### src/hdl/cpu_cfg.svh
`ifndef CPU_CFG_SVH
`define CPU_CFG_SVH

// Data path and address width
`define CPU_XLEN 32

// Instruction memory size in words
`define CPU_IMEM_DEPTH 256

// Data memory size in words
`define CPU_DMEM_DEPTH 256

// First fetch address out of reset
`define CPU_RESET_PC 32'h0000_0000

`endif

### src/hdl/cpu_pkg.sv
`default_nettype none

`include "cpu_cfg.svh"

package cpu_pkg;

    // Major opcodes of the supported RV32I subset
    typedef enum logic [6:0] {
        OP_IMM    = 7'b0010011,
        OP_REG    = 7'b0110011,
        OP_LUI    = 7'b0110111,
        OP_LOAD   = 7'b0000011,
        OP_STORE  = 7'b0100011,
        OP_BRANCH = 7'b1100011,
        OP_JAL    = 7'b1101111
    } opcode_t;

    typedef enum logic [2:0] {
        ALU_ADD,
        ALU_SUB,
        ALU_AND,
        ALU_OR,
        ALU_XOR,
        ALU_SLT,
        ALU_PASS_B  // LUI takes the immediate as is
    } alu_op_t;

    typedef struct packed {
        logic                 valid;
        logic [`CPU_XLEN-1:0] pc;
        logic [`CPU_XLEN-1:0] instr;
    } fe_de_t;

    typedef struct packed {
        logic                 valid;
        logic [`CPU_XLEN-1:0] pc;
        logic [`CPU_XLEN-1:0] rs1_value;
        logic [`CPU_XLEN-1:0] rs2_value;
        logic [`CPU_XLEN-1:0] imm;
        alu_op_t              alu_op;
        logic                 alu_src_imm;
        logic                 branch;
        logic                 branch_ne;   // BNE when set, BEQ otherwise
        logic                 jump;
        logic                 mem_read;
        logic                 mem_write;
        logic                 reg_write;
        logic [4:0]           rd;
    } de_ex_t;

    typedef struct packed {
        logic                 valid;
        logic [`CPU_XLEN-1:0] result;      // ALU result, link value or address
        logic [`CPU_XLEN-1:0] store_data;
        logic                 mem_read;
        logic                 mem_write;
        logic                 reg_write;
        logic [4:0]           rd;
    } ex_mem_t;

    typedef struct packed {
        logic                 valid;
        logic                 reg_write;
        logic [4:0]           rd;
        logic [`CPU_XLEN-1:0] value;
    } mem_wb_t;

    typedef struct packed {
        logic                 taken;
        logic [`CPU_XLEN-1:0] target;
    } redirect_t;

endpackage

`default_nettype wire

### src/hdl/register_bank.sv
`default_nettype none

`include "cpu_cfg.svh"

module register_bank
    import cpu_pkg::*;
(
    input  logic                 clock,
    input  logic                 reset,
    input  logic [4:0]           rs1,
    input  logic [4:0]           rs2,
    output logic [`CPU_XLEN-1:0] rs1_value,
    output logic [`CPU_XLEN-1:0] rs2_value,
    input  mem_wb_t              wb
);
    logic [`CPU_XLEN-1:0] regs [1:31];  // No storage behind x0
    logic                 wb_live;

    assign wb_live = wb.valid && wb.reg_write && (wb.rd != 5'd0);

    always_ff @(posedge clock) begin
        if (reset) begin
            for (int i = 1; i < 32; i++) begin
                regs[i] <= '0;
            end
        end else if (wb_live) begin
            regs[wb.rd] <= wb.value;
        end
    end

    // Same-cycle writeback is passed straight to the reader
    function automatic logic [`CPU_XLEN-1:0] read_port(input logic [4:0] index);
        if (index == 5'd0) begin
            return '0;
        end
        if (wb_live && (wb.rd == index)) begin
            return wb.value;
        end
        return regs[index];
    endfunction

    assign rs1_value = read_port(rs1);
    assign rs2_value = read_port(rs2);

    // A write aimed at x0 leaves every value under a read port where it was
    x0_stays_zero: assert property (@(posedge clock) disable iff (reset)
        (wb.valid && wb.reg_write && wb.rd == 5'd0) |=>
            (wb_live || ((!$stable(rs1) || $stable(rs1_value)) &&
                         (!$stable(rs2) || $stable(rs2_value)))));

endmodule

`default_nettype wire

### config.mk
export PLATFORM = sky130hd
export DESIGN_NAME = register_bank
export DESIGN_NICKNAME = d
export VERILOG_FILES = /design/src/hdl/cpu_pkg.sv /design/src/hdl/register_bank.sv
export VERILOG_INCLUDE_DIRS = /design/src /design/src/hdl
export SDC_FILE = /design/constraint.sdc
export NUM_CORES = 2
export LEC_CHECK = 0
export ABC_AREA = 0
export CORE_AREA = 2 2 376 378
export CTS_BUF_LIST = sky130_fd_sc_hd__clkbuf_8
export DETAILED_ROUTE_END_ITERATION = 10
export DIE_AREA = 0 0 378 380
export DONT_BUFFER_PORTS = 1
export PLACE_DENSITY = 0.61
export SLEW_MARGIN = 25
export SYNTH_ARGS = -nofsm -noshare
export SYNTH_HDL_FRONTEND = slang
export SYNTH_SLANG_ARGS = --single-unit
### constraint.sdc
create_clock -name clock -period 2.69 [get_ports clock]
set_input_delay 0.1345 -clock clock [delete_from_list [all_inputs] [get_ports clock]]
set_output_delay 0.1345 -clock clock [all_outputs]
set_load 0.05 [all_outputs]
---- Word-level counts from Yosys, hierarchy flattened ----
Memories as Yosys holds them, arrays and structs flattened.
Index checks and enable logic that the tools add are counted.
operators by class
  equality and inequality tests ........... 2
  multiplexer cells ....................... 22
  reductions and logical operators ........ 8
operators by type and width
  operator             count
  two-way mux 32 bit   9
  OR reduction 32 bit  1
  two-way mux 1 bit    12
  equality test 5 bit  2
  zero test 5 bit      2
  two-way mux 5 bit    1
  nonzero test 5 bit   1
  logical AND 1 bit    4
word-level totals
  register bits ........................... 0
  RAM bits ................................ 992
  input port bits ......................... 51
  logic and storage cells ................. 33
  memories kept ........................... 1
memories
  name  depth  width  read ports  clocked after Yosys merged registers in  wr ports  line                 RTL
  regs  31     32     2           0                                        31        register_bank.sv:16  logic [`CPU_XLEN-1:0] regs [1:31];

---- Depth between registers and ports, before layout ----
  word-level depth ........................ 7
  depth in mapped cells ................... 10

---- Least setup slack after synthesis ----
Ideal clock, no wire load.
  kind .................................... input-to-output
  from .................................... input port rs2[0]
  to ...................................... output port rs2_value[24]
  data arrival time ....................... 2.629 ns
  setup slack ............................. -0.073 ns
  stages on the path ...................... 9
  cells stage by stage .................... buf_6 > buf_12 > buf_6 > buf_6 > mux2i_1 > a221oi_1 > a21oi_1 > o21a_1 > o311ai_1
on the way
  longest elaborated chain between the ends .. 6
ends and longest elaborated chain
  element                                                                       line                 RTL
  start, declared                                                               register_bank.sv:11  input logic [4:0] rs2,
  parallel branches: the longest is 5 deep, another holds memory (31 x 32 bit)  n/a
  two-way mux 32 bit (*)                                                        register_bank.sv:36  if (wb_live && (wb.rd == index)) begin
  end, declared                                                                 register_bank.sv:13  output logic [`CPU_XLEN-1:0] rs2_value,
Mark *: on every way between the ends. The select of a mux whose other input is x is not followed.

==> results.sh <==
export IMPL_outcome="finished, violations left"
export IMPL_failed_checks="setup timing"
export IMPL_power_density_nw_per_um2=585
export IMPL_gp_congestion=0.967
export IMPL_grt_setup_unrepaired="yes"
export IMPL_crit_chain="mux4_2 > mux4_2 > nor2b_1 > a221o_2 > buf_12"
export IMPL_vdd_ir_drop_max_mv=0.457
export IMPL_h_tree_depth=4
export IMPL_startpoint="regs[28][5]"
export IMPL_rows=137
export IMPL_synth_warnings=0
export IMPL_seq_area_um2=30700
export IMPL_cts_tree="done"
export IMPL_dp_slack_ps=120
export IMPL_die_area_um2=144000
export IMPL_clockBufferDepth=3
export IMPL_wl_um=210000
export IMPL_syn_area_per_cell_um2=14.3
export IMPL_synthArstFlopShare_pct=0
export IMPL_core_area_um2=139000
export IMPL_antenna_found_initial=24
export IMPL_syn_area_um2=55600
export IMPL_holdCritPathClass="in -> reg"
export IMPL_slowest_stage="mux4_2"
export IMPL_max_cap_violations=0
export IMPL_cpMostUsedCell="mux4_2"
export IMPL_top_regs="regs (1024)"
export IMPL_die_width_um=378
export IMPL_cts_made_buffers=171
export IMPL_synth_top_flop_cell="edfxtp_1"
export IMPL_grt_pass1_wl_um=291000
export IMPL_antenna_left=0
export IMPL_timing_slew_headroom_pct=27.4
export IMPL_portBuffers=0
export IMPL_p_leak_nw=22.8
export IMPL_clkTransAtPathRegs_ps=70
export IMPL_critical_path_buf_inv_count=1
export IMPL_met1_usage_pct=38.1
export IMPL_setup_viol=64
export IMPL_synth_edff_count=1024
export IMPL_grt_use_met2_pct=43.1
export IMPL_remaining_drc_errors=0
export IMPL_critPathCaptureType="output pin"
export IMPL_worst_pin_slew_ps=1090
export IMPL_cp_data_required_time_ps=2560
export IMPL_period_minus_slack_ps=3200
export IMPL_grt_start_max_net_pins=358
export IMPL_finalNetCount=4034
export IMPL_final_hold_viol_count=0
export IMPL_grtUsageTotal_pct=29.0
export IMPL_synth_cells=3884
export IMPL_vias_per_cell=6.31
export IMPL_fin_ws_ps=-509
export IMPL_dr_pass1_iters=6
export IMPL_grt_pass1_vias=37900
export IMPL_synth_seq_cells=1024
export IMPL_grt_use_met3_pct=8.99
export IMPL_dpl_hpwl_um=116000
export IMPL_cp_top_family="multiplexers"
export IMPL_slowest_delay_ps=550
export IMPL_largest_reg_flops=1024
export IMPL_io_pins=115
export IMPL_crit_fanout=2
export IMPL_critical_path_arrival_ps=3060
export IMPL_slew_violations=0
export IMPL_ys_seq_area_share_pct=55.3
export IMPL_multi_input_area_um2=24700
export IMPL_fillers=12200
export IMPL_vias=37900
export IMPL_final_setup_tns_ps=-12910
export IMPL_yosys_cell_types_count=62
export IMPL_largest_register="regs"
export IMPL_min_from="wb[35]"
export IMPL_cts_sinks=1024
export IMPL_drive_gt1_share_pct=29.3
export IMPL_drtIter0Drc=5982
export IMPL_fmax_mhz=313
export IMPL_initial_utilization_pct=40.0
export IMPL_wl_per_cell_um=35.0
export IMPL_area_growth_pct=16.0
export IMPL_grt_remaining_overflow=0
export IMPL_die_h_um=380
export IMPL_fin_crit_sh_pct=119
export IMPL_grt_busiest_layer="met2"
export IMPL_path_class="reg -> out"
export IMPL_startpoint_type="flop"
export IMPL_ctsRootBufferMaster="clkbuf_8"
-- final cells by class --
class                           instances  area share, %
Inverter                                2         0.0116
Clock buffer                          179           3.82
Timing Repair Buffer                  309           5.58
Antenna cell                           19         0.0737
Clock inverter                        123          0.919
Tap cell                             1876           3.64
Sequential cell                      1024           47.6
Multi-Input combinational cell       2475           38.3
-- metal layers --
metal  vias up  wire (um)
li1      15100          -
met1     19400      78000
met2      2857      93000
met3       576      27200
met4        10      12100
met5         -        159
-- kinds of logic after synthesis --
family	Yosys count	synth area share (%)
compound gates	424	5.61
xor+xnor	10	0.157
buf+inv	416	3.59
flops	1024	55.3
mux	723	21.7
other cells	1	0.00674
simple gates	1286	13.7
-- synth_stat cells, drive strengths merged (8+ instances only) --
cell     instances  area [um2]
edfxtp        1024       30700
and2           995        6220
mux4           376        8510
mux2i          293        2930
clkbuf         279        1070
buf            133         901
nand2          106         398
nor2            75         282
a21oi           70         354
a211oi          63         473
mux2            54         608
a22oi           45         338
o21ai           42         210
o22ai           42         263
or2             35         219
a221oi          34         304
a32o            33         330
o221ai          32         280
nor2b           25         156
a221o           19         190
a2111oi         11        96.3
a31oi            9        56.3
nor3             8        40.0
nor3b            8        65.1
xnor2            8        70.1
-- final timing paths --
check             slack, ps  depth (start not counted)      endpoint
setup / recovery       -510                          5  rs2_value[5]
hold / removal          100                          3   regs[31][3]
-- stage by stage --
stage | util, % | power, mW | cell area (um2) | hold slack, ps | instances
2_1_floorplan | - | 22.4 | 55800 | 233 | 3915
3_3_place_gp | 42.5 | 24.0 | 59100 | 236 | 5600
3_5_place_dp | 42.5 | 24.0 | 59100 | 236 | 5600
4_1_cts | 46.1 | 37.6 | 64100 | 12.8 | 5965
5_1_grt | 46.4 | 38.7 | 64500 | 89.6 | 5999
6_report | 46.4 | 37.7 | 64500 | 102 | 6007
-- cells in the final DEF (no fill, tap or decap), types with 33 or more instances in the layout --
master and count:
edfxtp_1 1024, and2_1 994, mux4_2 373, mux2i_1 263, clkbuf_8 179, buf_4 143
buf_12 92, a21oi_1 57, inv_1 57, nand2_1 55, o21ai_0 41, a22oi_1 41
a211oi_1 39, o22ai_1 38, dlygate4sd3_1 38, clkinv_1 37, nor2_1 35, or2_2 34
nor2_4 33, mux2_4 33
-- power breakdown --
part / internal [mW] / switching, mW
sequential: 18.4 / 0.426
clock: 6.41 / 6.63
combinational: 2.65 / 3.21
-- timing repair --
item	CTS	global route
endpoints found under the hold margin	1541	544
hold buffers	52	17
pin swaps	126	29
resized for setup	309	47
endpoints found under the setup margin	64	64
setup buffers	13	6
(Power assumes the default switching activity.)
