$ cat src/hdl/cpu_cfg.svh
`ifndef CPU_CFG_SVH
`define CPU_CFG_SVH

// Data path and address width
`define CPU_XLEN 32

// Instruction memory size in words
`define CPU_IMEM_DEPTH 256

// Data memory size in words
`define CPU_DMEM_DEPTH 256

// First fetch address out of reset
`define CPU_RESET_PC 32'h0000_0000

`endif

$ cat src/hdl/cpu_pkg.sv
`default_nettype none

`include "cpu_cfg.svh"

package cpu_pkg;

    // Major opcodes of the supported RV32I subset
    typedef enum logic [6:0] {
        OP_IMM    = 7'b0010011,
        OP_REG    = 7'b0110011,
        OP_LUI    = 7'b0110111,
        OP_LOAD   = 7'b0000011,
        OP_STORE  = 7'b0100011,
        OP_BRANCH = 7'b1100011,
        OP_JAL    = 7'b1101111
    } opcode_t;

    typedef enum logic [2:0] {
        ALU_ADD,
        ALU_SUB,
        ALU_AND,
        ALU_OR,
        ALU_XOR,
        ALU_SLT,
        ALU_PASS_B  // LUI takes the immediate as is
    } alu_op_t;

    typedef struct packed {
        logic                 valid;
        logic [`CPU_XLEN-1:0] pc;
        logic [`CPU_XLEN-1:0] instr;
    } fe_de_t;

    typedef struct packed {
        logic                 valid;
        logic [`CPU_XLEN-1:0] pc;
        logic [`CPU_XLEN-1:0] rs1_value;
        logic [`CPU_XLEN-1:0] rs2_value;
        logic [`CPU_XLEN-1:0] imm;
        alu_op_t              alu_op;
        logic                 alu_src_imm;
        logic                 branch;
        logic                 branch_ne;   // BNE when set, BEQ otherwise
        logic                 jump;
        logic                 mem_read;
        logic                 mem_write;
        logic                 reg_write;
        logic [4:0]           rd;
    } de_ex_t;

    typedef struct packed {
        logic                 valid;
        logic [`CPU_XLEN-1:0] result;      // ALU result, link value or address
        logic [`CPU_XLEN-1:0] store_data;
        logic                 mem_read;
        logic                 mem_write;
        logic                 reg_write;
        logic [4:0]           rd;
    } ex_mem_t;

    typedef struct packed {
        logic                 valid;
        logic                 reg_write;
        logic [4:0]           rd;
        logic [`CPU_XLEN-1:0] value;
    } mem_wb_t;

    typedef struct packed {
        logic                 taken;
        logic [`CPU_XLEN-1:0] target;
    } redirect_t;

endpackage

`default_nettype wire

$ cat src/hdl/execute.sv
`default_nettype none

`include "cpu_cfg.svh"

module execute
    import cpu_pkg::*;
(
    input  logic      clock,
    input  logic      reset,
    input  logic      enable,
    input  de_ex_t    de_ex,
    output redirect_t redirect,
    output ex_mem_t   ex_mem
);
    logic [`CPU_XLEN-1:0] operand_b;
    logic [`CPU_XLEN-1:0] alu_result;
    logic                 equal;
    logic                 branch_hit;

    assign operand_b = de_ex.alu_src_imm ? de_ex.imm : de_ex.rs2_value;

    always_comb begin
        case (de_ex.alu_op)
            ALU_ADD:    alu_result = de_ex.rs1_value + operand_b;
            ALU_SUB:    alu_result = de_ex.rs1_value - operand_b;
            ALU_AND:    alu_result = de_ex.rs1_value & operand_b;
            ALU_OR:     alu_result = de_ex.rs1_value | operand_b;
            ALU_XOR:    alu_result = de_ex.rs1_value ^ operand_b;
            ALU_SLT: begin
                alu_result = `CPU_XLEN'($signed(de_ex.rs1_value) < $signed(operand_b));
            end
            ALU_PASS_B: alu_result = operand_b;
            default:    alu_result = '0;
        endcase
    end

    // Branch decision and target, resolved here so two younger slots get flushed
    assign equal           = (de_ex.rs1_value == de_ex.rs2_value);
    assign branch_hit      = de_ex.branch && (equal ^ de_ex.branch_ne);
    assign redirect.taken  = de_ex.valid && (de_ex.jump || branch_hit);
    assign redirect.target = de_ex.pc + de_ex.imm;

    always_ff @(posedge clock) begin
        if (reset) begin
            ex_mem.valid <= 1'b0;
        end else if (enable) begin
            ex_mem.valid      <= de_ex.valid;
            ex_mem.result     <= de_ex.jump ? de_ex.pc + `CPU_XLEN'(4) : alu_result;
            ex_mem.store_data <= de_ex.rs2_value;
            ex_mem.mem_read   <= de_ex.mem_read;
            ex_mem.mem_write  <= de_ex.mem_write;
            ex_mem.reg_write  <= de_ex.reg_write;
            ex_mem.rd         <= de_ex.rd;
        end
    end

    // Redirects come only from a branch or a jump, never from a memory access
    taken_needs_control: assert property (@(posedge clock) disable iff (reset)
        redirect.taken |-> (!de_ex.mem_read && !de_ex.mem_write &&
                            de_ex.reg_write == de_ex.jump));

endmodule

`default_nettype wire

$ cat config.mk
export PLATFORM = sky130hd
export DESIGN_NAME = execute
export DESIGN_NICKNAME = d
export VERILOG_FILES = /design/src/hdl/cpu_pkg.sv /design/src/hdl/execute.sv
export VERILOG_INCLUDE_DIRS = /design/src /design/src/hdl
export SDC_FILE = /design/constraint.sdc
export NUM_CORES = 1
export LEC_CHECK = 0
export BUFFER_PORTS_ARGS = -buffer_cell sky130_fd_sc_hd__buf_2
export CAP_MARGIN = 10
export CORE_MARGIN = 1
export CORE_UTILIZATION = 45
export CTS_CLUSTER_DIAMETER = 60
export DETAILED_ROUTE_END_ITERATION = 8
export MAX_ROUTING_LAYER = met4
export PLACE_DENSITY = 0.72
export SYNTH_ARGS = -nofsm -noshare
export SYNTH_HDL_FRONTEND = slang
export SYNTH_SLANG_ARGS = --single-unit
$ cat constraint.sdc
create_clock -name clock -period 5.79 [get_ports clock]
set_clock_uncertainty 0.1 [all_clocks]
set_input_delay 0.8685 -clock clock [delete_from_list [all_inputs] [get_ports clock]]
set_output_delay 0.8685 -clock clock [all_outputs]
set_load 0.01 [all_outputs]
### After elaboration in Yosys (flattened, before gate mapping)

Index checks and enable logic that the tools add are counted.

| word-level totals | value |
|---|---|
| output and inout bits | 106 |
| memories kept | 0 |
| bits in latches | 0 |
| bits in writable memories | 0 |
| register bits | 73 |
| input bits | 147 |
| ROM bits | 0 |

| cells by class | value |
|---|---|
| order comparisons | 1 |
| add/subtract/negate cells | 4 |
| multipliers | 0 |
| shift operators | 0 |
| div/mod/pow operators | 0 |
| mux-type cells | 3 |
| eq/ne operators | 7 |
| bitwise gates (word level) | 5 |
| reduce and logical (&&, ||, !) cells | 5 |

Operators by type and width:

| kind | number |
|---|---|
| one-hot mux 32 bit (7 select lines) | 1 |
| adder 32 bit | 2 |
| two-way mux 32 bit | 2 |
| adder 32 x 3 -> 32 bit (second input constant) | 1 |
| bitwise AND 32 bit | 1 |
| == test 32 bit | 1 |
| less-than comparator 32 bit | 1 |
| OR 32 bit | 1 |
| subtractor 32 bit | 1 |
| bitwise XOR 32 bit | 1 |
| == test 3 bit (second input constant) | 3 |
| == test 3 x 2 -> 1 bit (second input constant) | 2 |
| == test 3 x 1 -> 1 bit (second input constant) | 1 |
| logical NOT 3 bit | 1 |
| logical AND 1 bit | 2 |
| AND reduction 2 bit | 1 |
| logical OR 1 bit | 1 |
| NOT 1 bit | 1 |
| bitwise XOR 1 bit | 1 |

### Longest topological paths before layout

| depth | value |
|---|---|
| word-level depth | 5 |
| depth in mapped cells | 16 |
| gate-level depth less buffers | 14 |

### Least setup slack after synthesis

OpenSTA, ideal clock, no wires.

| timing path | value |
|---|---|
| kind | input-to-reg |
| start | in de_ex[11] (netlist name) |
| end | reg ex_mem[65] (netlist name) (data pin) |
| arrival time | 4.564 ns |
| library setup time | 0.270 ns |
| slack | 0.856 ns |
| stages | 15 |
| cell sequence | clkbuf_1 clkbuf_1 buf_2 mux2i_1 ha_1 nand2b_1 nor4b_2 a31o_2 o21ai_1 a21oi_1 o21ai_0 a2111oi_0 mux2_2 a21oi_1 a21oi_1 |

| on the way | value |
|---|---|
| longest elaborated chain between the ends | 4 |
| elaborated cells between the ends (all ways) | 8 |
| those cells by class | 2 x add/sub; 3 x mux; 3 x bitwise |

Ends and longest elaborated chain:

| element | line | text |
|---|---|---|
| start: declaration | execute.sv:11 | `input de_ex_t de_ex,` |
| two-way mux 32 bit (*) | execute.sv:20 | `assign operand_b = de_ex.alu_src_imm ? de_ex.imm : de_ex.rs2_value;` |
| subtractor 32 bit (tied with other cells) | execute.sv:25 | `ALU_SUB: alu_result = de_ex.rs1_value - operand_b;` |
| one-hot mux 32 bit (7 select lines) (*) | execute.sv:23 | `case (de_ex.alu_op)` |
| two-way mux 32 bit (*) | execute.sv:48 | `` ex_mem.result <= de_ex.jump ? de_ex.pc + `CPU_XLEN'(4) : alu_result; `` |
| end: declaration | execute.sv:13 | `output ex_mem_t ex_mem` |

Every way passes the cells marked *; elsewhere a longest branch is shown, timed or not.
A chain may end at the register's enable or synchronous reset.

### Worst setup path in the final report

| timing path | value |
|---|---|
| start | in de_ex[11] (netlist name) |
| end | reg ex_mem[60] (netlist name) (data pin) |

The elaborated chain is that of the path after synthesis.

==> results.toml <==
[outcome]
status = "finished clean"

[global_route]
grt_max_degree = 78
antenna_found_initial = 0
grt_pass1_wl_um = 63100
grt_pass1_vias = 10800
grt_usage = 0.344
grt-ovfl-total = 0

[yosys]
synth_edf_count = 72
synthTopCellsByCount = "156 x ha_1, 132 x a21oi_1, 120 x nor2_1"
synth_ff_type = "edfxtp_1"
ys_top_cells_by_area = "edfxtp_1 20%, ha_1 18%, xnor2_1 6.3%, a21oi_1 6.0%, nor2_1 4.1%"
synth.most_common_cell = "ha_1"
synthDistinctLibCells = 80
ys_async_sr_fraction = 0
syn_avg_cell_area_um2 = 7.94
synth_fp_nets = 1691
synth-seq-cells = 73
ys_seq_area_frac = 0.199
syn_inst = 1385
synth_top_area_share = 0.197
synth_warnings = 0
synth_area_leader_cell = "edfxtp_1"
syn_area_mm2 = 0.0110

[setup_path]
cpMostUsedCell = "a21oi_1"
start_kind = "input port"
worstPathArrival_ps = 5140
cp_max_fo = 17
endpoint_kind = "flop"
slowest_stage = "o311ai_0"
crit_family = "compound AO/OA/AOI/OAI gates"
critPathBufInv = 2
worst-setup-path-type = "in2reg"
max_stage_delay_ps = 640
path_cells = "buf_2 -> mux2i_1 -> inv_1 -> ha_1 -> fa_1 -> nor2b_1 -> o2111ai_1 -> nand4b_1 -> a311oi_1 -> nor4b_1 -> a21oi_1 -> or3_1 -> a21oi_1 -> o311ai_0 -> o21ai_0"
worstPathRequired_ps = 5740

[timing]
finalSetupTns_ps = 0
min_period_ps = 5190
rsz0062_at_grt = "no"
period_share = 0.897
drv_slew = 0
hold_viol = 0
tightest_slew_ps = 1060
hold_slack_ps = 463
fmax_ghz = 0.193
relSlewSlack = 0.285
finalSetupViolations = 0

[job]
cap_violations = 0

[place]
dpl.hpwl_um = 34500
gp_congestion = 1.01
dp_cells = 1922
io_buffers = 252

[cts]
clock_path_buffers = 2
cts_tree = "done"
htreeDepth = 3
postCtsHoldBufs = 0
postCtsSetupBuffers = 0
cts.sinks = 73
cts-root-buf = "clkbuf_16"
numCtsBuffers = 9
clk_latency_ps = 340
cts-resized-gates = 0
cts.clk_slew.worst_paths_ps = 60

[route]
wire_per_inst_um = 22.3
antenna_left = 0
routed_via_density = 6.18
drt_iter0_drc = 1508
wl_um = 43300
first_pass_iters = 5
vias = 12000
drc = 0

[floorplanning]
start_util = 0.464
rows = 56
core_mm2 = 0.0237
io_pins = 253
dieArea_mm2 = 0.0251
die_h_um = 158
die_width_um = 158

[cells_and_area]
biggestRegsByFlops = "ex_mem x73"
layout-drive-gt1-share = 0.194
diodes = 0
largest_reg_flops = 73
largest_register = "ex_mem"
syn_to_final_growth_pct = 17.7
stdcell_count = 1938
nets = 1920

[pwr]
p_leak_nw = 5.80
power.density_mw_per_mm2 = 193
finalPower_mw = 2.50
vdd_drop_max_uv = 143

[worst_hold_path]
hp-class = "reg2reg"
## layout by cell type (no fill, tap or decap), types with 6 or more instances in the layout
master / synthesis / layout
a22oi_1: 6 / 6
nand2b_1: 10 / 10
xnor2_1: 79 / 79
clkbuf_16: 0 / 9
nand2_1: 80 / 80
or3_1: 12 / 12
xor2_1: 25 / 25
a211oi_1: 17 / 17
a31oi_1: 8 / 8
o22ai_1: 26 / 26
o31ai_1: 15 / 14
buf_4: 1 / 27
and3_1: 10 / 10
nor4_1: 10 / 10
a21oi_1: 132 / 132
o21ai_1: 6 / 6
o211ai_1: 11 / 11
nand3_1: 39 / 39
nand3b_1: 7 / 7
a211o_1: 6 / 6
o31a_1: 7 / 7
inv_1: 116 / 116
o21a_1: 10 / 10
a21o_1: 22 / 22
nor2_1: 120 / 120
nand4_1: 21 / 21
nor3_1: 29 / 29
edfxtp_1: 72 / 72
o21ai_0: 81 / 81
mux2i_1: 35 / 35
nor2b_1: 23 / 22
buf_2: 4 / 252
o21bai_1: 19 / 19
ha_1: 156 / 156
o221ai_1: 18 / 18
## worst paths after layout
| check | to | slack [ps] | start | cells after the start |
|---|---|---|---|---|
| max | ex_mem[60]$_DFFE_PP_ | 600 | de_ex[11] | 15 |
| min | ex_mem[72]$_SDFFE_PP0P_ | 460 | ex_mem[72]$_SDFFE_PP0P_ | 2 |
| max reg2reg | ex_mem[72]$_SDFFE_PP0P_ | 5070 | ex_mem[72]$_SDFFE_PP0P_ | 2 |
| min reg2reg | ex_mem[72]$_SDFFE_PP0P_ | 460 | ex_mem[72]$_SDFFE_PP0P_ | 2 |
## layer usage
metal,GRT usage,share of wire,vias to the layer above
li1,-,-,5537
met1,0.485,0.44,5625
met2,0.505,0.43,743
met3,0.0498,0.11,74
met4,0.107,0.027,0
met5,-,0,-
## metrics by stage
stage                     worst slack (ps)  instance area (um2)  utilization
after CTS                              716                12900        0.546
after global routing                   383                12900        0.546
after floorplan                        856                11000            -
final                                  598                12900        0.546
after global placement                 561                12600        0.533
after detailed placement               374                12600        0.533
## worst min-delay path, stage by stage, from the launching register on
cell and delay [ps]:
dfxtp_1 340, mux2i_1 130, nor2_1 50
## report_power, final
part / internal [mW] / switching (mW) / total, mW
logic: 0.467 / 0.784 / 1.25
registers: 0.630 / 0.0143 / 0.645
clock network: 0.375 / 0.225 / 0.601
## cell families after synthesis
family	count (synthesis)	share of synthesized area
multiplexers	40	0.0380
adder cells (fa/ha/maj)	159	0.183
flip-flops	73	0.199
AND/OR/NAND/NOR	382	0.169
AO/OA/AOI/OAI	446	0.266
buffers and inverters	181	0.0626
XOR/XNOR	104	0.0829
## cell type report
class                      instances  area (um2)
timing repair buffer             279        1460
tap                              319         399
clock buffer                      12         236
clock inverter                     4        67.6
sequential                        73        2180
multi-input combinational       1131        8130
inverter                         120         450
fill                            2323       10800
Power figures use the tool's default switching activity.
