## src/hdl/cpu_cfg.svh

```systemverilog
`ifndef CPU_CFG_SVH
`define CPU_CFG_SVH

// Data path and address width
`define CPU_XLEN 32

// Instruction memory size in words
`define CPU_IMEM_DEPTH 256

// Data memory size in words
`define CPU_DMEM_DEPTH 256

// First fetch address out of reset
`define CPU_RESET_PC 32'h0000_0000

`endif

```

## src/hdl/cpu_pkg.sv

```systemverilog
`default_nettype none

`include "cpu_cfg.svh"

package cpu_pkg;

    // Major opcodes of the supported RV32I subset
    typedef enum logic [6:0] {
        OP_IMM    = 7'b0010011,
        OP_REG    = 7'b0110011,
        OP_LUI    = 7'b0110111,
        OP_LOAD   = 7'b0000011,
        OP_STORE  = 7'b0100011,
        OP_BRANCH = 7'b1100011,
        OP_JAL    = 7'b1101111
    } opcode_t;

    typedef enum logic [2:0] {
        ALU_ADD,
        ALU_SUB,
        ALU_AND,
        ALU_OR,
        ALU_XOR,
        ALU_SLT,
        ALU_PASS_B  // LUI takes the immediate as is
    } alu_op_t;

    typedef struct packed {
        logic                 valid;
        logic [`CPU_XLEN-1:0] pc;
        logic [`CPU_XLEN-1:0] instr;
    } fe_de_t;

    typedef struct packed {
        logic                 valid;
        logic [`CPU_XLEN-1:0] pc;
        logic [`CPU_XLEN-1:0] rs1_value;
        logic [`CPU_XLEN-1:0] rs2_value;
        logic [`CPU_XLEN-1:0] imm;
        alu_op_t              alu_op;
        logic                 alu_src_imm;
        logic                 branch;
        logic                 branch_ne;   // BNE when set, BEQ otherwise
        logic                 jump;
        logic                 mem_read;
        logic                 mem_write;
        logic                 reg_write;
        logic [4:0]           rd;
    } de_ex_t;

    typedef struct packed {
        logic                 valid;
        logic [`CPU_XLEN-1:0] result;      // ALU result, link value or address
        logic [`CPU_XLEN-1:0] store_data;
        logic                 mem_read;
        logic                 mem_write;
        logic                 reg_write;
        logic [4:0]           rd;
    } ex_mem_t;

    typedef struct packed {
        logic                 valid;
        logic                 reg_write;
        logic [4:0]           rd;
        logic [`CPU_XLEN-1:0] value;
    } mem_wb_t;

    typedef struct packed {
        logic                 taken;
        logic [`CPU_XLEN-1:0] target;
    } redirect_t;

endpackage

`default_nettype wire

```

## src/hdl/decode.sv

```systemverilog
`default_nettype none

`include "cpu_cfg.svh"

module decode
    import cpu_pkg::*;
(
    input  logic                 clock,
    input  logic                 reset,
    input  logic                 enable,
    input  fe_de_t               fe_de,
    input  redirect_t            redirect,
    output logic [4:0]           rs1,
    output logic [4:0]           rs2,
    input  logic [`CPU_XLEN-1:0] rs1_value,
    input  logic [`CPU_XLEN-1:0] rs2_value,
    input  ex_mem_t              ex_rd_busy,
    output logic                 stall,
    output de_ex_t               de_ex
);
    logic [31:0] instr;
    logic [2:0]  funct3;
    logic        known;
    logic        use_rs1;
    logic        use_rs2;
    logic        hit_ex;
    logic        hit_mem;
    logic        issue;
    de_ex_t      ctrl;

    assign instr  = fe_de.instr;
    assign funct3 = instr[14:12];
    assign rs1    = instr[19:15];
    assign rs2    = instr[24:20];

    always_comb begin
        ctrl           = '0;
        ctrl.pc        = fe_de.pc;
        ctrl.rs1_value = rs1_value;
        ctrl.rs2_value = rs2_value;
        ctrl.rd        = instr[11:7];
        known          = 1'b1;
        use_rs1        = 1'b0;
        use_rs2        = 1'b0;
        case (instr[6:0])
            OP_IMM: begin  // ADDI only
                ctrl.imm         = {{20{instr[31]}}, instr[31:20]};
                ctrl.alu_op      = ALU_ADD;
                ctrl.alu_src_imm = 1'b1;
                ctrl.reg_write   = 1'b1;
                use_rs1          = 1'b1;
                known            = (funct3 == 3'b000);
            end
            OP_REG: begin
                ctrl.reg_write = 1'b1;
                use_rs1        = 1'b1;
                use_rs2        = 1'b1;
                case ({instr[31:25], funct3})
                    {7'b0000000, 3'b000}: ctrl.alu_op = ALU_ADD;
                    {7'b0100000, 3'b000}: ctrl.alu_op = ALU_SUB;
                    {7'b0000000, 3'b111}: ctrl.alu_op = ALU_AND;
                    {7'b0000000, 3'b110}: ctrl.alu_op = ALU_OR;
                    {7'b0000000, 3'b100}: ctrl.alu_op = ALU_XOR;
                    {7'b0000000, 3'b010}: ctrl.alu_op = ALU_SLT;
                    default:              known       = 1'b0;
                endcase
            end
            OP_LUI: begin
                ctrl.imm         = {instr[31:12], 12'b0};
                ctrl.alu_op      = ALU_PASS_B;
                ctrl.alu_src_imm = 1'b1;
                ctrl.reg_write   = 1'b1;
            end
            OP_LOAD: begin  // LW
                ctrl.imm         = {{20{instr[31]}}, instr[31:20]};
                ctrl.alu_src_imm = 1'b1;
                ctrl.mem_read    = 1'b1;
                ctrl.reg_write   = 1'b1;
                use_rs1          = 1'b1;
                known            = (funct3 == 3'b010);
            end
            OP_STORE: begin  // SW
                ctrl.imm         = {{20{instr[31]}}, instr[31:25], instr[11:7]};
                ctrl.alu_src_imm = 1'b1;
                ctrl.mem_write   = 1'b1;
                use_rs1          = 1'b1;
                use_rs2          = 1'b1;
                known            = (funct3 == 3'b010);
            end
            OP_BRANCH: begin
                ctrl.imm       = {{19{instr[31]}}, instr[31], instr[7], instr[30:25],
                                  instr[11:8], 1'b0};
                ctrl.branch    = 1'b1;
                ctrl.branch_ne = funct3[0];
                use_rs1        = 1'b1;
                use_rs2        = 1'b1;
                known          = (funct3[2:1] == 2'b00);  // BEQ or BNE
            end
            OP_JAL: begin
                ctrl.imm       = {{11{instr[31]}}, instr[31], instr[19:12], instr[20],
                                  instr[30:21], 1'b0};
                ctrl.jump      = 1'b1;
                ctrl.reg_write = 1'b1;
            end
            default: known = 1'b0;
        endcase
    end

    // Producers still ahead of writeback, x0 never counts
    assign hit_ex  = de_ex.valid && de_ex.reg_write && (de_ex.rd != 5'd0);
    assign hit_mem = ex_rd_busy.valid && ex_rd_busy.reg_write && (ex_rd_busy.rd != 5'd0);

    assign stall = fe_de.valid && (
        (use_rs1 && ((hit_ex && rs1 == de_ex.rd) || (hit_mem && rs1 == ex_rd_busy.rd))) ||
        (use_rs2 && ((hit_ex && rs2 == de_ex.rd) || (hit_mem && rs2 == ex_rd_busy.rd))));

    assign issue = fe_de.valid && known && !stall && !redirect.taken;

    always_ff @(posedge clock) begin
        if (reset) begin
            de_ex.valid <= 1'b0;
        end else if (enable) begin
            de_ex       <= ctrl;
            de_ex.valid <= issue;  // Bubble on stall, flush or bad opcode
        end
    end

endmodule

`default_nettype wire

```

## config.mk

```make
export PLATFORM = sky130hd
export DESIGN_NAME = decode
export DESIGN_NICKNAME = d
export VERILOG_FILES = /design/src/hdl/cpu_pkg.sv /design/src/hdl/decode.sv
export VERILOG_INCLUDE_DIRS = /design/src /design/src/hdl
export SDC_FILE = /design/constraint.sdc
export NUM_CORES = 1
export LEC_CHECK = 0
export BUFFER_PORTS_ARGS = -buffer_cell sky130_fd_sc_hd__buf_2
export CAP_MARGIN = 20
export CORE_AREA = 2 2 151 153
export DETAILED_ROUTE_END_ITERATION = 12
export DIE_AREA = 0 0 153 155
export GPL_TIMING_DRIVEN = 1
export PLACE_DENSITY_LB_ADDON = 0.08
export SLEW_MARGIN = 30
export SYNTH_ARGS = -nofsm -noshare
export SYNTH_HDL_FRONTEND = slang
export SYNTH_SLANG_ARGS = --single-unit
```

## constraint.sdc

```tcl
create_clock -name clock -period 16 [get_ports clock]
set_input_delay 2.4 -clock clock [delete_from_list [all_inputs] [get_ports clock]]
set_output_delay 2.4 -clock clock [all_outputs]
set_load 0.01 [all_outputs]
```

; ---- Word-level counts from Yosys, hierarchy flattened
; Index checks and enable logic that the tools add are counted.
[word_totals]
wordCells = 78
romBits = 0
n_memories = 0
input_bits = 238
mem_bits_rw = 0
reg_bits = 144
latch_bits = 0
out_inout_bits = 155
[classes]
bitwise_logic = 1
n_lt_le_gt_ge = 0
multipliers = 0
reduce_logical = 33
n_div = 0
muxes = 13
shift = 0
n_addsub = 0
eq_ne = 17
[ops]
columns = cell, count
row1 = 32-bit one-hot mux with 5 select lines, 1
row2 = "10-bit by 3-bit equality test with 1-bit output, second input constant", 3
row3 = "7-bit by 6-bit equality test with 1-bit output, second input constant", 3
row4 = 5-bit equality test, 4
row5 = 3-bit one-hot mux with 5 select lines, 1
row6 = "7-bit equality test, second input constant", 2
row7 = 1-bit logical AND, 14
row8 = "10-bit by 2-bit equality test with 1-bit output, second input constant", 1
row9 = "10-bit by 9-bit equality test with 1-bit output, second input constant", 1
row10 = 10-bit logical NOT, 1
row11 = 5-bit nonzero test, 2
row12 = 5-bit OR reduction, 2
row13 = 1-bit 2-to-1 mux, 8
row14 = "7-bit by 2-bit equality test with 1-bit output, second input constant", 1
row15 = "7-bit by 5-bit equality test with 1-bit output, second input constant", 1
row16 = 3-bit one-hot mux with 2 select lines, 1
row17 = 2-bit OR reduction, 3
row18 = 6-bit OR reduction, 1
row19 = 1-bit one-hot mux with 5 select lines, 1
row20 = 4-bit OR reduction, 1
row21 = "3-bit by 2-bit equality test with 1-bit output, second input constant", 1
row22 = 3-bit logical NOT, 1
row23 = 1-bit logical OR, 3
row24 = 3-bit OR reduction, 1
row25 = other kinds (5), 6

; ---- Longest topological paths before layout
; Gate-level depths: netlist of the first run.
[depth]
depth_word = 10
depth_mapped = 7
ltp_nobuf = 5

; ---- Least setup slack after synthesis of the first run
; No wires, ideal clock.
[synth_path]
kind = input-to-reg
from = input port reset
to = register de_ex[0] (netlist name), enable pin
path_slack_ns = 6.592
path_buffers = 0
setup_time_ns = 0.667
required_ns = 15.333
path_stages = 1
arrival_ns = 8.742
path_cell_list = nor2b_1
[synth_via]
elab_chain_len = 2
[synth_rtl]
columns = item, line_no
row1 = start: declaration, decode.sv:9  ; input logic reset,
row2 = 1-bit inverter (no line), --
row3 = 2-bit AND reduction (no line), --
row4 = end signal: assignment, decode.sv:123  ; de_ex <= ctrl;
row5 = end: declaration, decode.sv:19  ; output de_ex_t de_ex
; No other way between the ends.
; A chain may end at the register's enable or synchronous reset.

; ---- Worst setup path after layout of the first run
[layout_path]
from = input port fe_de[6] (netlist name)
to = output port stall
[layout_via]
elab_chain_len = 6
word_cells_on_any_way = 13
classes_between = eq/ne (5) / mux (2) / reduce/logical (6)
[layout_rtl]
columns = item, line_no
row1 = start: declaration, decode.sv:11  ; input fe_de_t fe_de,
row2 = 7-bit equality test (tied with other cells), decode.sv:45  ; case (instr[6:0])
row3 = 5-bit OR reduction (no line) or 3-bit OR reduction (tied branches), --
row4 = 1-bit 2-to-1 mux, decode.sv:45
row5 = "1-bit logical AND, on equally long branches", "decode.sv:114, decode.sv:115"
row6 = 1-bit logical OR (*), decode.sv:114  ; (use_rs1 && ((hit_ex && rs1 == de_ex.rd) || (hit_mem && rs1 == ex_rd_busy.rd))) ||
row7 = 1-bit logical AND (*), decode.sv:113  ; assign stall = fe_de.valid && (
row8 = end: declaration, decode.sv:18  ; output logic stall,
; Every way passes the cells marked *; elsewhere a longest branch is shown, timed or not.

==> results.sh, run 1 <==
export IMPL_cts_sinks=144
export IMPL_synth_commonest_cells="edfxtp_1 (143), a21o_1 (20), xor2_1 (20), buf_4 (12), nand2_1 (11)"
export IMPL_critPathMaxStageDelay_ns=0.27
export IMPL_cts_buffers=17
export IMPL_tns_ns=0
export IMPL_synth_nets=542
export IMPL_crit_slowest_cell="a21bo_2"
export IMPL_die_area_sq_um=23700
export IMPL_die_x_um=153
export IMPL_ys_flop_type="edfxtp_1"
export IMPL_cts_root_buf="clkbuf_16"
export IMPL_syn_area_sq_um=5400
export IMPL_largestRegisters="de_ex (144)"
export IMPL_pin_count=393
export IMPL_min_path_type="reg -> reg"
export IMPL_vias_per_cell=4.25
export IMPL_crit_type="in -> out"
export IMPL_critical_path_required_ns=13.60
export IMPL_status="complete, no violations"
export IMPL_diodes=0
export IMPL_synth_most_common_cell="edfxtp_1"
export IMPL_period_share_pct=38.9
export IMPL_postCtsSetupRepairBufs=0
export IMPL_drv_slew=0
export IMPL_finalSetupViolations=0
export IMPL_synth_warnings=0
export IMPL_clock_path_buffers=2
export IMPL_cts_tree="done"
export IMPL_pwr_density_cell_nw_per_um2=122
export IMPL_clk_latency_ns=0.41
export IMPL_synth_top_area_cell="edfxtp_1"
export IMPL_drc=0
export IMPL_rsz0062_at_grt="no"
export IMPL_regMostFlops="de_ex"
export IMPL_grt_max_degree=58
export IMPL_crit_path_start_kind="primary input"
export IMPL_rows=55
export IMPL_num_vias=3815
export IMPL_max_slew_margin_rel_pct=49.7
export IMPL_grt_pass1_wl_um=23600
export IMPL_endpoint="stall"
export IMPL_hold_buffers=0
export IMPL_cp_end_kind="output pin"
export IMPL_worstPathArrival_ns=3.82
export IMPL_yosysUniqueCellTypes=44
export IMPL_synth_async_reset_ratio_pct=0
export IMPL_max_freq_ghz=0.161
export IMPL_routed_wirelength_um=16200
export IMPL_grt_overflow=0
export IMPL_antenna_left=0
export IMPL_ir_worst_vdd_v=0.0000628
export IMPL_reg2reg_slack_ns=14.27
export IMPL_htreeDepth=4
export IMPL_cts_repair_resized=0
export IMPL_final_util_pct=34.8
export IMPL_postSynthAreaPerCell_sq_um=17.8
export IMPL_grt_pass1_vias=3888
export IMPL_worst_r2r_startpoint="de_ex[2]$_DFFE_PP_"
export IMPL_synthTopCellsByArea="edfxtp_1 (79%), xor2_1 (3.2%), a21o_1 (2.8%)"
export IMPL_antenna_found_initial=0
export IMPL_first_pass_iters=4
export IMPL_synth_edf_count=143
export IMPL_worstMarginPinSlew_ns=0.754
export IMPL_period_minus_slack_ns=6.22
export IMPL_multi_input_area_sq_um=956
export IMPL_cp_common_cell="buf_2"
export IMPL_start_util_pct=24.3
export IMPL_path_clk_slew_ns=0.06
export IMPL_cp_startpoint="fe_de[6]"
export IMPL_coreArea_sq_um=22200
export IMPL_routabilityCongestion=0.732
export IMPL_synth_top_area_share_pct=79.5
export IMPL_regArea_sq_um=4310
export IMPL_syn_to_final_growth_pct=43.3
export IMPL_cp_max_fo=18
export IMPL_numPortBuffers=294
export IMPL_path_cells="buf_2 -> a21bo_2 -> nor4_1 -> a22oi_1 -> o22ai_1 -> and2_2 -> buf_2"
export IMPL_cap_viol_max_count=0
export IMPL_rr_worst_depth=4
export IMPL_ys_ff_latch=144
export IMPL_synthCells=304
export IMPL_track_usage_pct=13.3
export IMPL_drt_first_iter_violations=163
export IMPL_finClkSkew_ns=0.00281
export IMPL_wl_per_cell_um=18.0
export IMPL_ys_seq_area_share_pct=79.8
export IMPL_fill_cells=2235
export IMPL_r2r_end="de_ex[143]$_SDFFE_PP0P_"
export IMPL_largest_reg_flops=144
export IMPL_finalPower_uw=944
export IMPL_p_leak_nw=3.23
export IMPL_dp_hpwl_um=12200
export IMPL_final_hold_viol_count=0
export IMPL_fin_nets=838
export IMPL_die_h_um=155
export IMPL_drive_gt1_share_pct=55.1
how the worst min path moves through the flow:
stage                                       start                       to  slack, ns  cells past startpoint
final                     de_ex[143]$_SDFFE_PP0P_  de_ex[143]$_SDFFE_PP0P_       0.52                      2
after global routing      de_ex[143]$_SDFFE_PP0P_  de_ex[143]$_SDFFE_PP0P_       0.55                      2
after global placement    de_ex[143]$_SDFFE_PP0P_  de_ex[143]$_SDFFE_PP0P_       0.50                      2
after detailed placement  de_ex[143]$_SDFFE_PP0P_  de_ex[143]$_SDFFE_PP0P_       0.52                      2
after floorplan           de_ex[143]$_SDFFE_PP0P_  de_ex[143]$_SDFFE_PP0P_       0.52                      2
after CTS                 de_ex[143]$_SDFFE_PP0P_  de_ex[143]$_SDFFE_PP0P_       0.53                      2
power breakdown:
part           internal, mW  switching, mW  leakage (nW)
Clock                 0.249          0.164         0.284
Combinational        0.0340         0.0493          1.65
Sequential            0.441        0.00644          1.30
per-layer routing:
layer / global-route usage [%] / share of wire (%)
met3: 5.88 / 9.7
met5: 0 / 0
met1: 16.4 / 42
met2: 21.4 / 47
met4: 3.88 / 1.1
final cells by class:
class | count | share of cell area (%)
sequential | 144 | 55.7
timing repair buffer | 298 | 19.4
multi-input combinational | 137 | 12.3
clock buffer | 19 | 5.59
tap | 285 | 4.60
clock inverter | 13 | 2.26
inverter | 2 | 0.0969
layout by cell type (no fill, tap or decap), types with 4 or more instances in the layout:
cell type | synthesis | routed
buf_2 | 7 | 294
edfxtp_1 | 143 | 143
a21o_1 | 20 | 20
xor2_1 | 20 | 20
clkbuf_16 | 0 | 17
nand2_1 | 11 | 11
nor2_1 | 10 | 10
and2_1 | 8 | 8
nor4_1 | 7 | 6
and3_1 | 5 | 5
a21oi_1 | 5 | 5
inv_6 | 0 | 5
nand3_1 | 4 | 4
a22o_1 | 4 | 4
clkinvlp_4 | 0 | 4
buf_4 | 12 | 4
cell families after synthesis:
logic type	share of synthesized area, %
compound gates	6.69
xor+xnor	3.57
buf+inv	2.73
flops	79.8
mux	0.185
simple gates	6.99
critical path, delay by kind of cell:
family / cells / cell delay (ns)
simple gates: 2 / 0.44
buf+inv: 2 / 0.34
compound gates: 3 / 0.64
per-stage QoR:
step / hold slack (ns) / std cells / area [sq um] / setup WS [ns]
after floorplan: 0.518 / 304 / 5400 / 6.59
after global placement: 0.503 / 866 / 7140 / 9.77
after detailed placement: 0.518 / 866 / 7140 / 9.75
after CTS: 0.529 / 898 / 7740 / 9.74
after global routing: 0.549 / 898 / 7740 / 9.60
final: 0.521 / 898 / 7740 / 9.78
(Power assumes the default switching activity.)
==> run 2: changes to the inputs <==
Clock period 16 ns to 6.5 ns, I/O delays scaled along.
==> run 2 against run 1 <==
Net effect: critical path depth did not move; count of clock-buffer cells in the layout fell by 2; core utilization shrank 0.26 points; via count down 1.7%; routed wire length is 0.63% higher; power is 140% higher.
==> results.sh, run 2 (same netlist as run 1, synthesis figures left out) <==
export IMPL_status="complete, no violations"
export IMPL_grt_util_met1_pct=16.2
export IMPL_start_util_pct=24.3
export IMPL_worstPathArrival_ns=2.37
export IMPL_drv_slew=0
export IMPL_cts_sinks=144
export IMPL_grt_pass1_vias=3970
export IMPL_pwr_density_cell_nw_per_um2=289
export IMPL_drt_first_iter_violations=174
export IMPL_num_vias=3750
export IMPL_fill_cells=2232
export IMPL_pin_count=393
export IMPL_crit_type="in -> out"
export IMPL_grt_pass1_wl_um=24000
export IMPL_multi_input_area_sq_um=956
export IMPL_finalPower_mw=2.22
export IMPL_rsz0062_at_grt="no"
export IMPL_finalSetupViolations=0
export IMPL_postCtsSetupRepairBufs=0
export IMPL_max_slew_margin_rel_pct=53.2
export IMPL_regArea_sq_um=4310
export IMPL_largest_reg_flops=144
export IMPL_grt_use_met2_pct=22.0
export IMPL_htreeDepth=4
export IMPL_diodes=0
export IMPL_fin_nets=838
export IMPL_period_minus_slack_ns=3.34
export IMPL_antenna_left=0
export IMPL_die_area_sq_um=23700
export IMPL_regMostFlops="de_ex"
export IMPL_cp_startpoint="fe_de[1]"
export IMPL_place_inst=866
export IMPL_largestRegisters="de_ex (144)"
export IMPL_min_delay_start="de_ex[143]$_SDFFE_PP0P_"
export IMPL_cts_tree="done"
export IMPL_cts_buffers=17
export IMPL_numPortBuffers=294
export IMPL_clk_latency_ns=0.41
export IMPL_tns_ns=0
export IMPL_final_cell_mix="buf_2 (294), edfxtp_1 (143), a21o_1 (20), xor2_1 (20), clkbuf_16 (17)"
export IMPL_dp_hpwl_um=12300
export IMPL_syn_to_final_growth_pct=42.2
export IMPL_worstMarginPinSlew_ns=0.696
export IMPL_cp_end_kind="output pin"
export IMPL_drive_gt1_share_pct=55.1
export IMPL_drc=0
export IMPL_vias_per_cell=4.18
export IMPL_crit_path_start_kind="primary input"
export IMPL_worst_r2r_startpoint="de_ex[1]$_DFFE_PP_"
export IMPL_path_clk_slew_ns=0.07
export IMPL_rows=55
export IMPL_die_x_um=153
export IMPL_layout_commonest_cell="buf_2"
export IMPL_cts_repair_resized=0
export IMPL_clock_path_buffers=2
export IMPL_die_h_um=155
export IMPL_track_usage_pct=13.6
export IMPL_coreArea_sq_um=22200
export IMPL_wl_per_cell_um=18.1
export IMPL_critical_path_required_ns=5.52
export IMPL_routabilityCongestion=0.761
export IMPL_finClkSkew_ns=0.00480
export IMPL_ir_worst_vdd_v=0.000156
export IMPL_grtUsageMet3_pct=6.02
export IMPL_final_cell_count_no_fill=898
export IMPL_min_path_type="reg -> reg"
export IMPL_cts_root_buf="clkbuf_16"
export IMPL_cap_viol_max_count=0
export IMPL_grt_max_degree=52
export IMPL_routed_wirelength_um=16300
export IMPL_top_usage_layer="met2"
export IMPL_hold_buffers=0
export IMPL_period_share_pct=51.5
export IMPL_grt_overflow=0
export IMPL_cp_max_fo=7
export IMPL_p_leak_nw=3.21
export IMPL_final_hold_viol_count=0
export IMPL_first_pass_iters=4
export IMPL_antenna_found_initial=0
export IMPL_max_freq_ghz=0.299
## run 2: cell count changes in the layout (fill, tap and decap cells not counted)
| cell | delta |
|---|---|
| bufinv_16 | -3 |
| clkinv_4 | +4 |
| clkbuf_1 | -2 |
| clkinvlp_4 | -2 |
| inv_8 | +1 |
| clkinv_1 | +2 |
## run 2: final timing paths
check	end	slack (ns)	cells after the start
setup / recovery	stall	3.16	7
hold / removal	de_ex[143]$_SDFFE_PP0P_	0.51	2
setup reg to reg	de_ex[143]$_SDFFE_PP0P_	4.76	4
hold reg to reg	de_ex[143]$_SDFFE_PP0P_	0.51	2
## run 2: where the power goes
| part | total (mW) | switching [mW] | leakage (nW) | internal (mW) |
|---|---|---|---|---|
| registers | 1.10 | 0.0158 | 1.30 | 1.08 |
| clock network | 0.917 | 0.418 | 0.264 | 0.499 |
| logic | 0.205 | 0.121 | 1.65 | 0.0838 |
| total | 2.22 | 0.555 | 3.21 | 1.67 |
## run 2: critical path, cell delays in order
cell and delay (ns):
buf_2 0.11, nand2_2 0.15, nor3_2 0.41, o2111ai_1 0.18, o22ai_1 0.24, and2_2 0.17
buf_2 0.12
## run 2: final cells by class
type / count / share of cell area (%)
Clock buffer: 17 / 5.54
Clock inverter: 15 / 1.61
Tap cell: 285 / 4.64
Timing Repair Buffer: 298 / 19.5
Sequential cell: 144 / 56.1
Inverter: 2 / 0.0977
Multi-Input combinational cell: 137 / 12.4
## run 2: stage by stage
step | instance area, sq um | hold WS, ns | setup slack, ns | utilization, %
2_1_floorplan | 5410 | 0.518 | 1.36 | -
3_3_place_gp | 7140 | 0.499 | 3.12 | 32.1
3_5_place_dp | 7140 | 0.506 | 3.13 | 32.1
4_1_cts | 7680 | 0.518 | 3.13 | 34.6
5_1_grt | 7680 | 0.541 | 2.99 | 34.6
6_report | 7680 | 0.511 | 3.16 | 34.6
## run 2: per-layer routing
layer	vias up	wire length, um
li1	1764	-
met1	1780	6880
met2	195	7690
met3	11	1510
met4	0	199
met5	-	0
